$ cat src/sdi_video_pkg.sv
//----------------------------------------------------------------------
// SDI stream word, line number and receiver mode types plus the video
// test pattern constants; imported by every RTL block of the checker
//----------------------------------------------------------------------

package sdi_video_pkg;

  localparam int unsigned NUM_DS = 4;            // data streams handled

  // TRS status word, bit 9 down to bit 0
  typedef struct packed {
    logic       one;
    logic       f;                               // field
    logic       v;                               // vertical blanking
    logic       h;                               // 1 = EAV, 0 = SAV
    logic [3:0] prot;                            // protection bits
    logic [1:0] lsb;
  } sdi_xyz_t;

  typedef union packed {
    logic [9:0] raw;
    sdi_xyz_t   xyz;
  } sdi_word_t;

  typedef sdi_word_t [NUM_DS-1:0] sdi_words_t;

  typedef logic [10:0] line_num_t;
  typedef line_num_t [NUM_DS-1:0] sdi_lines_t;

  typedef enum logic [2:0] {
    MODE_HD   = 3'b000,
    MODE_SD   = 3'b001,
    MODE_3G   = 3'b010,
    MODE_6G   = 3'b100,
    MODE_12G  = 3'b101,
    MODE_12GF = 3'b110                           // 12G at 1000/1001
  } sdi_mode_t;

  localparam logic [9:0] PAT_EVEN = 10'h3AC;     // streams 0 and 2
  localparam logic [9:0] PAT_ODD  = 10'h3C0;     // streams 1 and 3

  localparam int unsigned CRC_SLOT = 8;          // EAV is position 1

  function automatic logic [NUM_DS-1:0] stream_mask(input logic [2:0] code);
    case (code)
      3'd0:    return 4'b0001;
      3'd1:    return 4'b0011;
      3'd2,
      3'd3,
      3'd4:    return 4'b1111;
      default: return 4'b0001;
    endcase
  endfunction

endpackage

$ cat src/sdi_timing_if.sv
//----------------------------------------------------------------------
// Line timing from the TRS tracker to the line, pattern and CRC checkers
//----------------------------------------------------------------------

`timescale 1ns/1ps

interface sdi_timing_if import sdi_video_pkg::*; ();

  logic              rx_ce;
  logic [NUM_DS-1:0] active_streams_mask;
  logic              line_start;                 // word after SAV
  logic              active_video;
  logic              trs;
  logic              crc_strobe;                 // CRC slot after EAV

  modport tracker (
    output rx_ce,
    output active_streams_mask,
    output line_start,
    output active_video,
    output trs,
    output crc_strobe
  );

  modport check (
    input rx_ce,
    input active_streams_mask,
    input line_start,
    input active_video,
    input trs,
    input crc_strobe
  );

endinterface

$ cat src/sdi_trs_tracker.sv
//----------------------------------------------------------------------
// Follows EAV/SAV on the receiver outputs and produces line start,
// active video and the CRC slot strobe for the stream checkers
//----------------------------------------------------------------------

`timescale 1ns/1ps

module sdi_trs_tracker import sdi_video_pkg::*; (
  input  logic          clk,
  input  logic          arst_n,
  input  logic          rx_ce,
  input  logic          rx_mode_locked,
  input  logic          rx_eav,
  input  logic          rx_sav,
  input  logic          rx_trs,
  input  sdi_word_t     rx_ds0_word,
  input  logic [2:0]    rx_active_streams,
  input  sdi_mode_t     exp_mode,
  sdi_timing_if.tracker tim
);

  logic       eav_flag;
  logic       sav_flag;
  logic       active_line;
  logic       act_vid;
  logic [3:0] word_cnt;                          // position of last word
  logic [3:0] cur_pos;
  logic       is_eav;
  logic       is_sav;
  logic       sd_mode;

  assign is_eav      = rx_mode_locked & rx_trs & rx_eav;
  assign is_sav      = rx_mode_locked & rx_trs & rx_sav;
  assign sd_mode     = (exp_mode == MODE_SD);
  assign active_line = eav_flag & sav_flag;

  always_ff @(posedge clk or negedge arst_n)
  begin
    if (!arst_n)
    begin
      eav_flag <= 1'b0;
      sav_flag <= 1'b0;
    end
    else if (rx_ce)
    begin
      if (active_line)
      begin
        eav_flag <= 1'b0;                        // one word of line start
        sav_flag <= 1'b0;
      end
      else if (is_eav && !sav_flag)
        eav_flag <= 1'b1;
      else if (is_sav && eav_flag)
        sav_flag <= 1'b1;
    end
  end

  always_ff @(posedge clk or negedge arst_n)
  begin
    if (!arst_n)
      act_vid <= 1'b0;
    else if (rx_ce && rx_mode_locked && rx_trs)
      act_vid <= rx_sav & ~rx_ds0_word.xyz.v;    // any other TRS ends it
  end

  // word position after EAV, stuck at 15 until the first EAV
  assign cur_pos = is_eav ? 4'd1 : ((word_cnt == 4'hF) ? word_cnt : word_cnt + 4'd1);

  always_ff @(posedge clk or negedge arst_n)
  begin
    if (!arst_n)
      word_cnt <= 4'hF;
    else if (rx_ce && rx_mode_locked)
      word_cnt <= cur_pos;
  end

  assign tim.rx_ce               = rx_ce;
  assign tim.trs                 = rx_trs;
  assign tim.active_streams_mask = stream_mask(rx_active_streams);
  assign tim.active_video        = act_vid;
  assign tim.line_start          = active_line & ~sd_mode;
  assign tim.crc_strobe          = rx_ce & rx_mode_locked & ~sd_mode &
                                   (cur_pos == 4'(CRC_SLOT));

endmodule

$ cat src/flat_wrapper.sv
// flat-port wrapper written by rule: the top's interface ports become plain ports
module sdi_trs_tracker_flat import sdi_video_pkg::*;
  (clk, arst_n, rx_ce, rx_mode_locked, rx_eav, rx_sav, rx_trs, rx_ds0_word, rx_active_streams, exp_mode, tim_rx_ce, tim_active_streams_mask, tim_line_start, tim_active_video, tim_trs, tim_crc_strobe);
  sdi_timing_if tim_i ();
  input  logic clk;
  input  logic arst_n;
  input  logic rx_ce;
  input  logic rx_mode_locked;
  input  logic rx_eav;
  input  logic rx_sav;
  input  logic rx_trs;
  input  sdi_word_t rx_ds0_word;
  input  logic [2:0] rx_active_streams;
  input  sdi_mode_t exp_mode;
  output wire logic [$bits(tim_i.rx_ce)-1:0] tim_rx_ce;
  output wire logic [$bits(tim_i.active_streams_mask)-1:0] tim_active_streams_mask;
  output wire logic [$bits(tim_i.line_start)-1:0] tim_line_start;
  output wire logic [$bits(tim_i.active_video)-1:0] tim_active_video;
  output wire logic [$bits(tim_i.trs)-1:0] tim_trs;
  output wire logic [$bits(tim_i.crc_strobe)-1:0] tim_crc_strobe;
  assign tim_rx_ce = tim_i.rx_ce;
  assign tim_active_streams_mask = tim_i.active_streams_mask;
  assign tim_line_start = tim_i.line_start;
  assign tim_active_video = tim_i.active_video;
  assign tim_trs = tim_i.trs;
  assign tim_crc_strobe = tim_i.crc_strobe;
  sdi_trs_tracker u_core (.clk(clk), .arst_n(arst_n), .rx_ce(rx_ce), .rx_mode_locked(rx_mode_locked), .rx_eav(rx_eav), .rx_sav(rx_sav), .rx_trs(rx_trs), .rx_ds0_word(rx_ds0_word), .rx_active_streams(rx_active_streams), .exp_mode(exp_mode), .tim(tim_i));
endmodule
$ cat config.mk
export PLATFORM = sky130hd
export DESIGN_NAME = sdi_trs_tracker_flat
export DESIGN_NICKNAME = d
export VERILOG_FILES = /design/src/sdi_video_pkg.sv /design/src/sdi_timing_if.sv /design/src/sdi_trs_tracker.sv /design/src/flat_wrapper.sv
export SDC_FILE = /design/constraint.sdc
export NUM_CORES = 1
export LEC_CHECK = 0
export ABC_AREA = 1
export BUFFER_PORTS_ARGS = -buffer_cell sky130_fd_sc_hd__buf_2
export CAP_MARGIN = 15
export CORE_AREA = 2 2 39 41
export CTS_BUF_LIST = sky130_fd_sc_hd__clkbuf_4
export CTS_CLUSTER_DIAMETER = 50
export DETAILED_ROUTE_END_ITERATION = 6
export DIE_AREA = 0 0 41 43
export PLACE_DENSITY = 0.74
export SETUP_SLACK_MARGIN = 0.05
export SYNTH_ARGS = -nofsm -noshare
export SYNTH_HDL_FRONTEND = slang
export SYNTH_SLANG_ARGS = --single-unit
$ cat constraint.sdc
create_clock -name clk -period 1.68 [get_ports clk]
set_input_delay 0.084 -clock clk [delete_from_list [all_inputs] [get_ports clk]]
set_output_delay 0.084 -clock clk [all_outputs]
set_load 0.01 [all_outputs]
After elaboration in Yosys (flattened, before gate mapping)
Index checks and enable logic that the tools add are counted.
{"block": "word_totals", "ff_bits": 7, "in_bits": 23, "output_inout_bits": 9, "elab_cells": 42}
{"block": "classes", "add_sub_neg": 1, "eq_ne": 8, "muxes": 8, "bitwise": 11, "n_reduce_logical": 10}
{"cell": "1-bit bitwise AND", "n": 9}
{"cell": "4-bit == test (second input constant)", "n": 2}
{"cell": "4-bit 2-to-1 mux", "n": 2}
{"cell": "4-bit case mux with 2 select lines", "n": 1}
{"cell": "3-bit by 1-bit == test with 1-bit output (second input constant)", "n": 2}
{"cell": "3-bit by 2-bit == test with 1-bit output (second input constant)", "n": 2}
{"cell": "1-bit 2-to-1 mux", "n": 5}
{"cell": "4-bit by 1-bit adder with 4-bit output (second input constant)", "n": 1}
{"cell": "1-bit logical AND", "n": 4}
{"cell": "2-bit nonzero test", "n": 2}
{"cell": "3-bit == test (second input constant)", "n": 1}
{"cell": "3-bit AND reduction", "n": 1}
{"cell": "3-bit OR reduction", "n": 1}
{"cell": "2-bit by 1-bit != test with 1-bit output (second input constant)", "n": 1}
{"cell": "1-bit inverter", "n": 2}
{"cell": "2-bit AND reduction", "n": 1}
{"cell": "1-bit zero test", "n": 1}

Logic depth before layout (Yosys ltp)
Gate-level depths: netlist (run 1).
{"block": "depth", "depth_word": 6, "depth_mapped": 8, "ltp_nobuf": 8}

Worst setup path after synthesis (run 1)
No wires, ideal clock.
{"block": "synth_path", "path_type": "flip-flop to output port", "from": "reg u_core.word_cnt[0]", "to": "out tim_crc_strobe", "t_arrival_ps": 1245, "required_time_ps": 1596, "setup_slack_ps": 351, "path_stages_with_launch": 8, "path_buffers": 0, "path_cell_list": "dfstp_2 ha_1 nand3_2 nand2_1 nand2_1 nor2_2 nand2_1 nor2_1"}
{"block": "synth_via", "elab_chain_cells": 5, "word_cells_on_any_way": 6, "cone_classes": "1 x add/sub; 2 x eq/ne; 2 x mux; 1 x bitwise"}
{"item": "start: declaration", "line_no": "sdi_trs_tracker.sv:26", "rtl": "logic [3:0] word_cnt;"}
{"item": "start signal: assignment", "line_no": "sdi_trs_tracker.sv:74", "rtl": "word_cnt <= cur_pos;"}
{"item": "4-bit by 1-bit adder with 4-bit output or 4-bit == test (tied branches)", "line_no": "sdi_trs_tracker.sv:67", "rtl": "assign cur_pos = is_eav ? 4'd1 : ((word_cnt == 4'hF) ? word_cnt : word_cnt + 4'd1);"}
{"item": "4-bit 2-to-1 mux (*) (2 in a row)", "line_no": "sdi_trs_tracker.sv:67"}
{"item": "4-bit == test (*)", "line_no": "sdi_trs_tracker.sv:83", "rtl": "(cur_pos == 4'(CRC_SLOT));"}
{"item": "1-bit bitwise AND (*)", "line_no": "sdi_trs_tracker.sv:82", "rtl": "assign tim.crc_strobe = rx_ce & rx_mode_locked & ~sd_mode &"}
{"item": "end: declaration", "line_no": "flat_wrapper.sv:20", "rtl": "output wire logic [$bits(tim_i.crc_strobe)-1:0] tim_crc_strobe;"}
Every way passes the cells marked *; elsewhere a longest branch is shown, timed or not.

Worst setup path in the final report (run 1)
Ends and elaborated chain as after synthesis.

==> qor.yml, run 1 <==
route:
  drt_iter0_markers: 4
  met2WireLength_um: 594
  via_per_inst: 4.55
  dr.pass1.iters: 4
  routed_wl_um: 1100
  wl_met3_um: 70
  drcViolationCount: 0
  wl_met1_um: 436
  vias: 542
  maxUsedRoutingLayer: "met3"
  wl_per_cell_um: 9.24
  ant_nets: 0
clocking:
  cts-root-buf: "clkbuf_4"
  htreeDepth: 1
  cts_tree: "done"
  cts_sinks: 7
  cts-buffers-inserted: 3
  insertion_delay_ns: 0.24
  clk_pin_slew_ns: 0.05
  clk_path_buf_depth: 2
worst_setup_path:
  crit_chain: "ha_4, nand3_4, nand2_1, nand2_1, nor2_2, nand2_1, nor2_1, buf_2"
  cp.arrival_ns: 1.55
  crit_family: "flip-flops"
  max_stage_delay_ns: 0.56
  slowest_stage: "dfstp_2"
  worstPathRequired_ns: 1.60
  path_common_cell: "nand2_1"
  critPathBufInv: 1
  cp_max_fo: 4
  cp-start-kind: "flop"
  crit_path_end_kind: "output port"
  timing_worst_setup_path_type: "flop to output port"
power_and_ir_drop:
  power_density_nw_per_um2: 1120
  leakagePower_nw: 0.380
  power.switching_uw: 285
  p_comb_share_pct: 38.0
  p_total_uw: 782
  p_seq_share_pct: 41.4
  clkPwrFrac_pct: 20.7
  p_sw_share_pct: 36.4
  p_int_uw: 497
  ir_drop_v: 0.000744
sta:
  finClkSkew_ns: 0.00392
  rsz0062_at_grt: "true"
  finalCritPeriodShare_pct: 97.4
  fin_crit_ns: 1.64
  fmax_mhz: 611
  slew_violations: 0
  setup_viol: 0
  finalHoldViolations: 0
global_routing:
  grt_max_degree: 8
  grt_overflow: 0
  gr-usage-all-layers_pct: 14.1
  grt_pass1_wl_um: 1730
  antenna_found_initial: 0
  grt_pass1_vias: 473
floorplan:
  fp.dieH_um: 43
  die_x_um: 41
  io_pins: 32
  num_rows: 14
  core-area_um2: 1380
  die-area_um2: 1760
  start_util_pct: 37.3
synth:
  netlist_top_cells_area: "dfstp_2 20%, dfrtp_1 15%, nand2_1 13%"
  yosys.area_share.adder_pct: 2.42
  synth_top_area_cell: "dfstp_2"
  yosysTopAreaCellShare_pct: 20.3
  synthesis.nets: 102
  synth_xor_area_share_pct: 0
  synth_compound_gate_area_share_pct: 10.7
  synth_top_family_by_area: "simple AND/OR/NAND/NOR gates"
  synth_cell_type_count: 17
  ys_seq_elements: 7
  muxShareOfSynthArea_pct: 0
  synth-simple-area-share_pct: 34.6
  syn_inst: 78
  synthesis.area_um2: 517
  avgSynthCellArea_um2: 6.62
  seq_area_frac_synth_pct: 34.9
  yosysWarnings: 0
cells_and_area:
  fill_cells: 141
  nets: 128
  n_antenna_cell: 0
  drive_gt1_share_pct: 37.9
  final_common_cell: "buf_2"
  area_growth_pct: 34.9
  final_cell_mix: "21 x buf_2, 17 x nand2_1, 13 x inv_1, 9 x nor2_1, 8 x o21ai_0"
  post-route-util_pct: 50.4
placed_design:
  numPortBuffers: 21
  dpl.hpwl_um: 892
  place.gp.congestion: 0.804
status:
  status: "finished clean"
min_path:
  min_path_type: "input port to flop"
flow_run:
  drv_cap: 0
-- logic make-up after synthesis --
logic type | count (synthesis)
compound gates | 11
fa+ha+maj | 1
buf+inv | 19
flops | 7
other cells | 1
simple gates | 39
-- stage by stage --
stage | worst slack, ns | setup TNS [ns] | std cells | hold slack, ns | instance area (um2)
6_report | 0.0440 | 0 | 119 | 0.0276 | 697
3_5_place_dp | 0.220 | 0 | 111 | -0.0721 | 612
4_1_cts | 0.0365 | 0 | 118 | 0.0228 | 687
2_1_floorplan | 0.351 | 0 | 78 | -0.212 | 517
3_3_place_gp | 0.232 | 0 | 111 | -0.0738 | 612
5_1_grt | -0.0537 | -0.0537 | 119 | 0.0315 | 697
-- path summary, 6_finish.rpt --
path                                         start                       to  depth (start not counted)  slack [ns]
max                             u_core.word_cnt[0]           tim_crc_strobe                          8        0.04
min                                 rx_ds0_word[7]  u_core.tim.active_video                          2        0.03
max reg2reg                     u_core.word_cnt[0]       u_core.word_cnt[3]                          7        0.46
min reg2reg                u_core.tim.active_video  u_core.tim.active_video                          2        0.50
max in group asynchronous                   arst_n       u_core.word_cnt[1]                          2        1.25
min in group asynchronous                   arst_n          u_core.sav_flag                          2        0.20
-- final cells by class --
| class | instances | area, um2 | share of cell area, % |
|---|---|---|---|
| sequential | 7 | 180 | 25.9 |
| tap | 16 | 20.0 | 2.87 |
| multi-input combinational | 52 | 273 | 39.1 |
| clock buffer | 4 | 30.0 | 4.31 |
| timing repair buffer | 25 | 138 | 19.7 |
| inverter | 15 | 56.3 | 8.08 |
-- routing by layer --
metal	global-route usage (%)	vias to the layer above
met2	28.1	19
met4	4.00	0
met3	1.57	0
met5	0	-
met1	13.2	235
li1	-	288
-- power by group through the flow --
stage,Combinational (mW),Clock [mW],Sequential (mW)
final,0.297,0.162,0.323
after global routing,0.341,0.177,0.335
after CTS,0.289,0.168,0.325
after detailed placement,0.241,0,0.321
after global placement,0.231,0,0.316
after floorplan,0.178,0,0.305
-- cell usage after synthesis --
master and number:
nand2_1 18, inv_1 14, nor2_1 9, o21ai_0 8, nand3_1 5, buf_4 4
dfstp_2 4, a21oi_1 3, dfrtp_1 3, nand3_2 2, nand4_1 2, clkinv_1 1
conb_1 1, ha_1 1, nand2_2 1, nand3b_1 1, nor2_2 1
-- registers in the layout, summed over array words and instances (netlist names) --
register,count
u_core.tim.active_video,1
u_core.sav_flag,1
u_core.word_cnt,4
u_core.eav_flag,1
-- repair_timing --
action / 4_1_cts / 5_1_grt
hold buffers: 1 / 0
endpoints found under the setup margin: 1 / 1
endpoints found under the hold margin: 7 / 0
setup buffers: 2 / 1
pin swaps: 3 / 5
gates resized for setup: 3 / 2
Note: power is estimated with default switching activity, not from simulation.
==> run 2, diff against run 1 <==
--- a/config.mk
+++ b/config.mk
@@ -8,12 +8,13 @@
 export ABC_AREA = 1
 export BUFFER_PORTS_ARGS = -buffer_cell sky130_fd_sc_hd__buf_2
 export CAP_MARGIN = 15
-export CORE_AREA = 2 2 39 41
+export CELL_PAD_IN_SITES_DETAIL_PLACEMENT = 0
+export CELL_PAD_IN_SITES_GLOBAL_PLACEMENT = 2
+export CORE_UTILIZATION = 20
 export CTS_BUF_LIST = sky130_fd_sc_hd__clkbuf_4
 export CTS_CLUSTER_DIAMETER = 50
 export DETAILED_ROUTE_END_ITERATION = 6
-export DIE_AREA = 0 0 41 43
-export PLACE_DENSITY = 0.74
+export PLACE_DENSITY_LB_ADDON = 0.1
 export SETUP_SLACK_MARGIN = 0.05
 export SYNTH_ARGS = -nofsm -noshare
 export SYNTH_HDL_FRONTEND = slang
==> run 2 against run 1 <==
- the flow now finishes with violations (setup timing)
- critical path depth did not move
- critical path type unchanged
- die area rose by 58%
- final cell count rose by 11%
- wire length rose by 18%
==> qor.yml, run 2 (synthesis gave the netlist of run 1 again) <==
status:
  violations: "setup timing"
  status: "finished with violations"
sta:
  finalHoldViolations: 0  # unchanged
  slew_violations: 0  # unchanged
  setup_viol: 1  # +1
  finClkSkew_ns: 0.00687  # +0.00295 ns
  fmax_mhz: 593  # -3.0%
  finalCritPeriodShare_pct: 100  # +3.0 points
  fin_crit_ns: 1.69  # +0.0501 ns
  rsz0062_at_grt: "true"
  worst_slack_ns: -0.00612  # -0.0501 ns
route:
  vias: 553  # +2.0%
  via_per_inst: 4.19  # -8.0%
  dr.pass1.iters: 4  # unchanged
  wl_per_cell_um: 9.80  # +6.1%
  drcViolationCount: 0  # unchanged
  routed_wl_um: 1290  # +18%
  drt_iter0_markers: 10  # +6
  ant_nets: 0  # unchanged
worst_setup_path:
  cp.arrival_ns: 1.60  # +0.05 ns
  r2r_end: "u_core.word_cnt[2]"
  timing_worst_setup_path_type: "flop to output port"
  cp_max_fo: 4  # unchanged
  worst-r2r-setup-slack_ns: 0.42  # -0.04 ns
  worstPathRequired_ns: 1.60  # about the same
  r2r_start: "u_core.word_cnt[0]"
  reg2reg_depth: 7  # unchanged
  cp-start-kind: "flop"
  crit_path_end_kind: "output port"
floorplan:
  core-area_um2: 2450  # +77%
  die_x_um: 52.8  # +29%
  fp.dieH_um: 52.8  # +23%
  num_rows: 18  # +4
  io_pins: 32  # unchanged
  start_util_pct: 21.0  # -16 points
  die-area_um2: 2790  # +58%
global_routing:
  grt_overflow: 0  # unchanged
  grt_max_degree: 8  # unchanged
  grt_pass1_wl_um: 2070  # +20%
  grt_pass1_vias: 459  # -3.0%
  antenna_found_initial: 0  # unchanged
  grt_util_met2_pct: 17.5  # -11 points
  gr-usage-all-layers_pct: 10.4  # -3.7 points
  gr-usage-met1_pct: 13.4  # +0.20 points
  busiest_layer: "met2"
  met3_usage_pct: 1.74  # +0.17 points
clocking:
  cts_sinks: 7  # unchanged
  cts-buffers-inserted: 3  # unchanged
  htreeDepth: 1  # unchanged
  cts_tree: "done"
  cts-root-buf: "clkbuf_4"
  clk_path_buf_depth: 2  # unchanged
  insertion_delay_ns: 0.25  # about the same
  clk_pin_slew_ns: 0.06  # about the same
cells_and_area:
  final_cell_mix: "21 x buf_2, 18 x nand2_1, 14 x inv_1, 8 x o21ai_0, 6 x nor2_1"
  fill_cells: 292  # +110%
  n_antenna_cell: 0  # unchanged
  largest-register: "u_core.word_cnt"
  largest_register_ffs: 4  # unchanged
  area_growth_pct: 36.3
  post-route-util_pct: 28.7  # -22 points
  nets: 127  # -0.78%
  final_common_cell: "buf_2"
  drive_gt1_share_pct: 38.2  # +0.37 points
placed_design:
  dpl.hpwl_um: 1030  # +15%
  place.gp.congestion: 0.684  # -15%
  numPortBuffers: 21  # unchanged
power_and_ir_drop:
  p_total_uw: 790  # +1.1%
  ir_drop_v: 0.000361  # -52%
  power_density_nw_per_um2: 1120  # about the same
  leakagePower_nw: 0.373  # -2.0%
min_path:
  hp-start: "rx_ds0_word[7]"
  hold_path_depth: 2  # unchanged
  min_path_type: "input port to flop"
  hold_end: "u_core.tim.active_video"
flow_run:
  drv_cap: 0  # unchanged
run 2: per-layer routing:
metal	vias to the layer above	routed length, um
met5	-	0
met4	0	0
met3	0	67
met2	22	634
met1	245	592
li1	286	-
run 2: report_power, final:
part / switching [mW] / internal, mW / total, mW
Sequential: 0.0742 / 0.252 / 0.326
Combinational: 0.161 / 0.137 / 0.298
Clock: 0.0600 / 0.107 / 0.167
Total: 0.295 / 0.495 / 0.790
run 2: cell type report:
| class | instances | area [um2] | share of cell area (%) |
|---|---|---|---|
| Multi-Input combinational cell | 52 | 270 | 38.4 |
| Sequential cell | 7 | 180 | 25.6 |
| Timing Repair Buffer | 24 | 130 | 18.5 |
| Inverter | 15 | 56.3 | 7.99 |
| Tap cell | 30 | 37.5 | 5.33 |
| Clock buffer | 4 | 30.0 | 4.26 |
run 2: repair_timing:
action | CTS | global route
gates cloned | 0 | 0
setup endpoints to repair | 1 | 1
pin swaps | 5 | 3
buffers inserted | 1 | 0
hold buffers | 1 | 0
hold endpoints to repair | 7 | 0
gates resized for setup | 2 | 3
run 2: per-stage QoR:
stage / hold WS, ns / setup TNS (ns) / instances / setup WS, ns / area (um2)
floorplan: -0.212 / 0 / 78 / 0.351 / 517
global placement: -0.0667 / 0 / 126 / 0.137 / 637
detailed placement: -0.0654 / 0 / 126 / 0.162 / 637
CTS: 0.0293 / -0.0218 / 132 / -0.0218 / 697
global route: 0.0514 / -0.0749 / 132 / -0.0749 / 704
finish: 0.0275 / -0.00612 / 132 / -0.00612 / 704
run 2: critical path: stages (launching register included):
cell and delay, ns:
dfstp_2 0.56, ha_4 0.16, inv_1 0.06, nand2_1 0.05, nor2_1 0.04, nor2_1 0.13, nand3_1 0.11, nor2_1 0.11
buf_2 0.13
run 2: how the worst max path moves through the flow:
stage,start,endpoint,cells after the start
2_1_floorplan,u_core.word_cnt[0],tim_crc_strobe,7
3_3_place_gp,u_core.word_cnt[1],tim_crc_strobe,8
3_5_place_dp,u_core.word_cnt[1],tim_crc_strobe,8
4_1_cts,u_core.word_cnt[1],tim_crc_strobe,8
5_1_grt,u_core.word_cnt[0],tim_crc_strobe,8
6_report,u_core.word_cnt[0],tim_crc_strobe,8
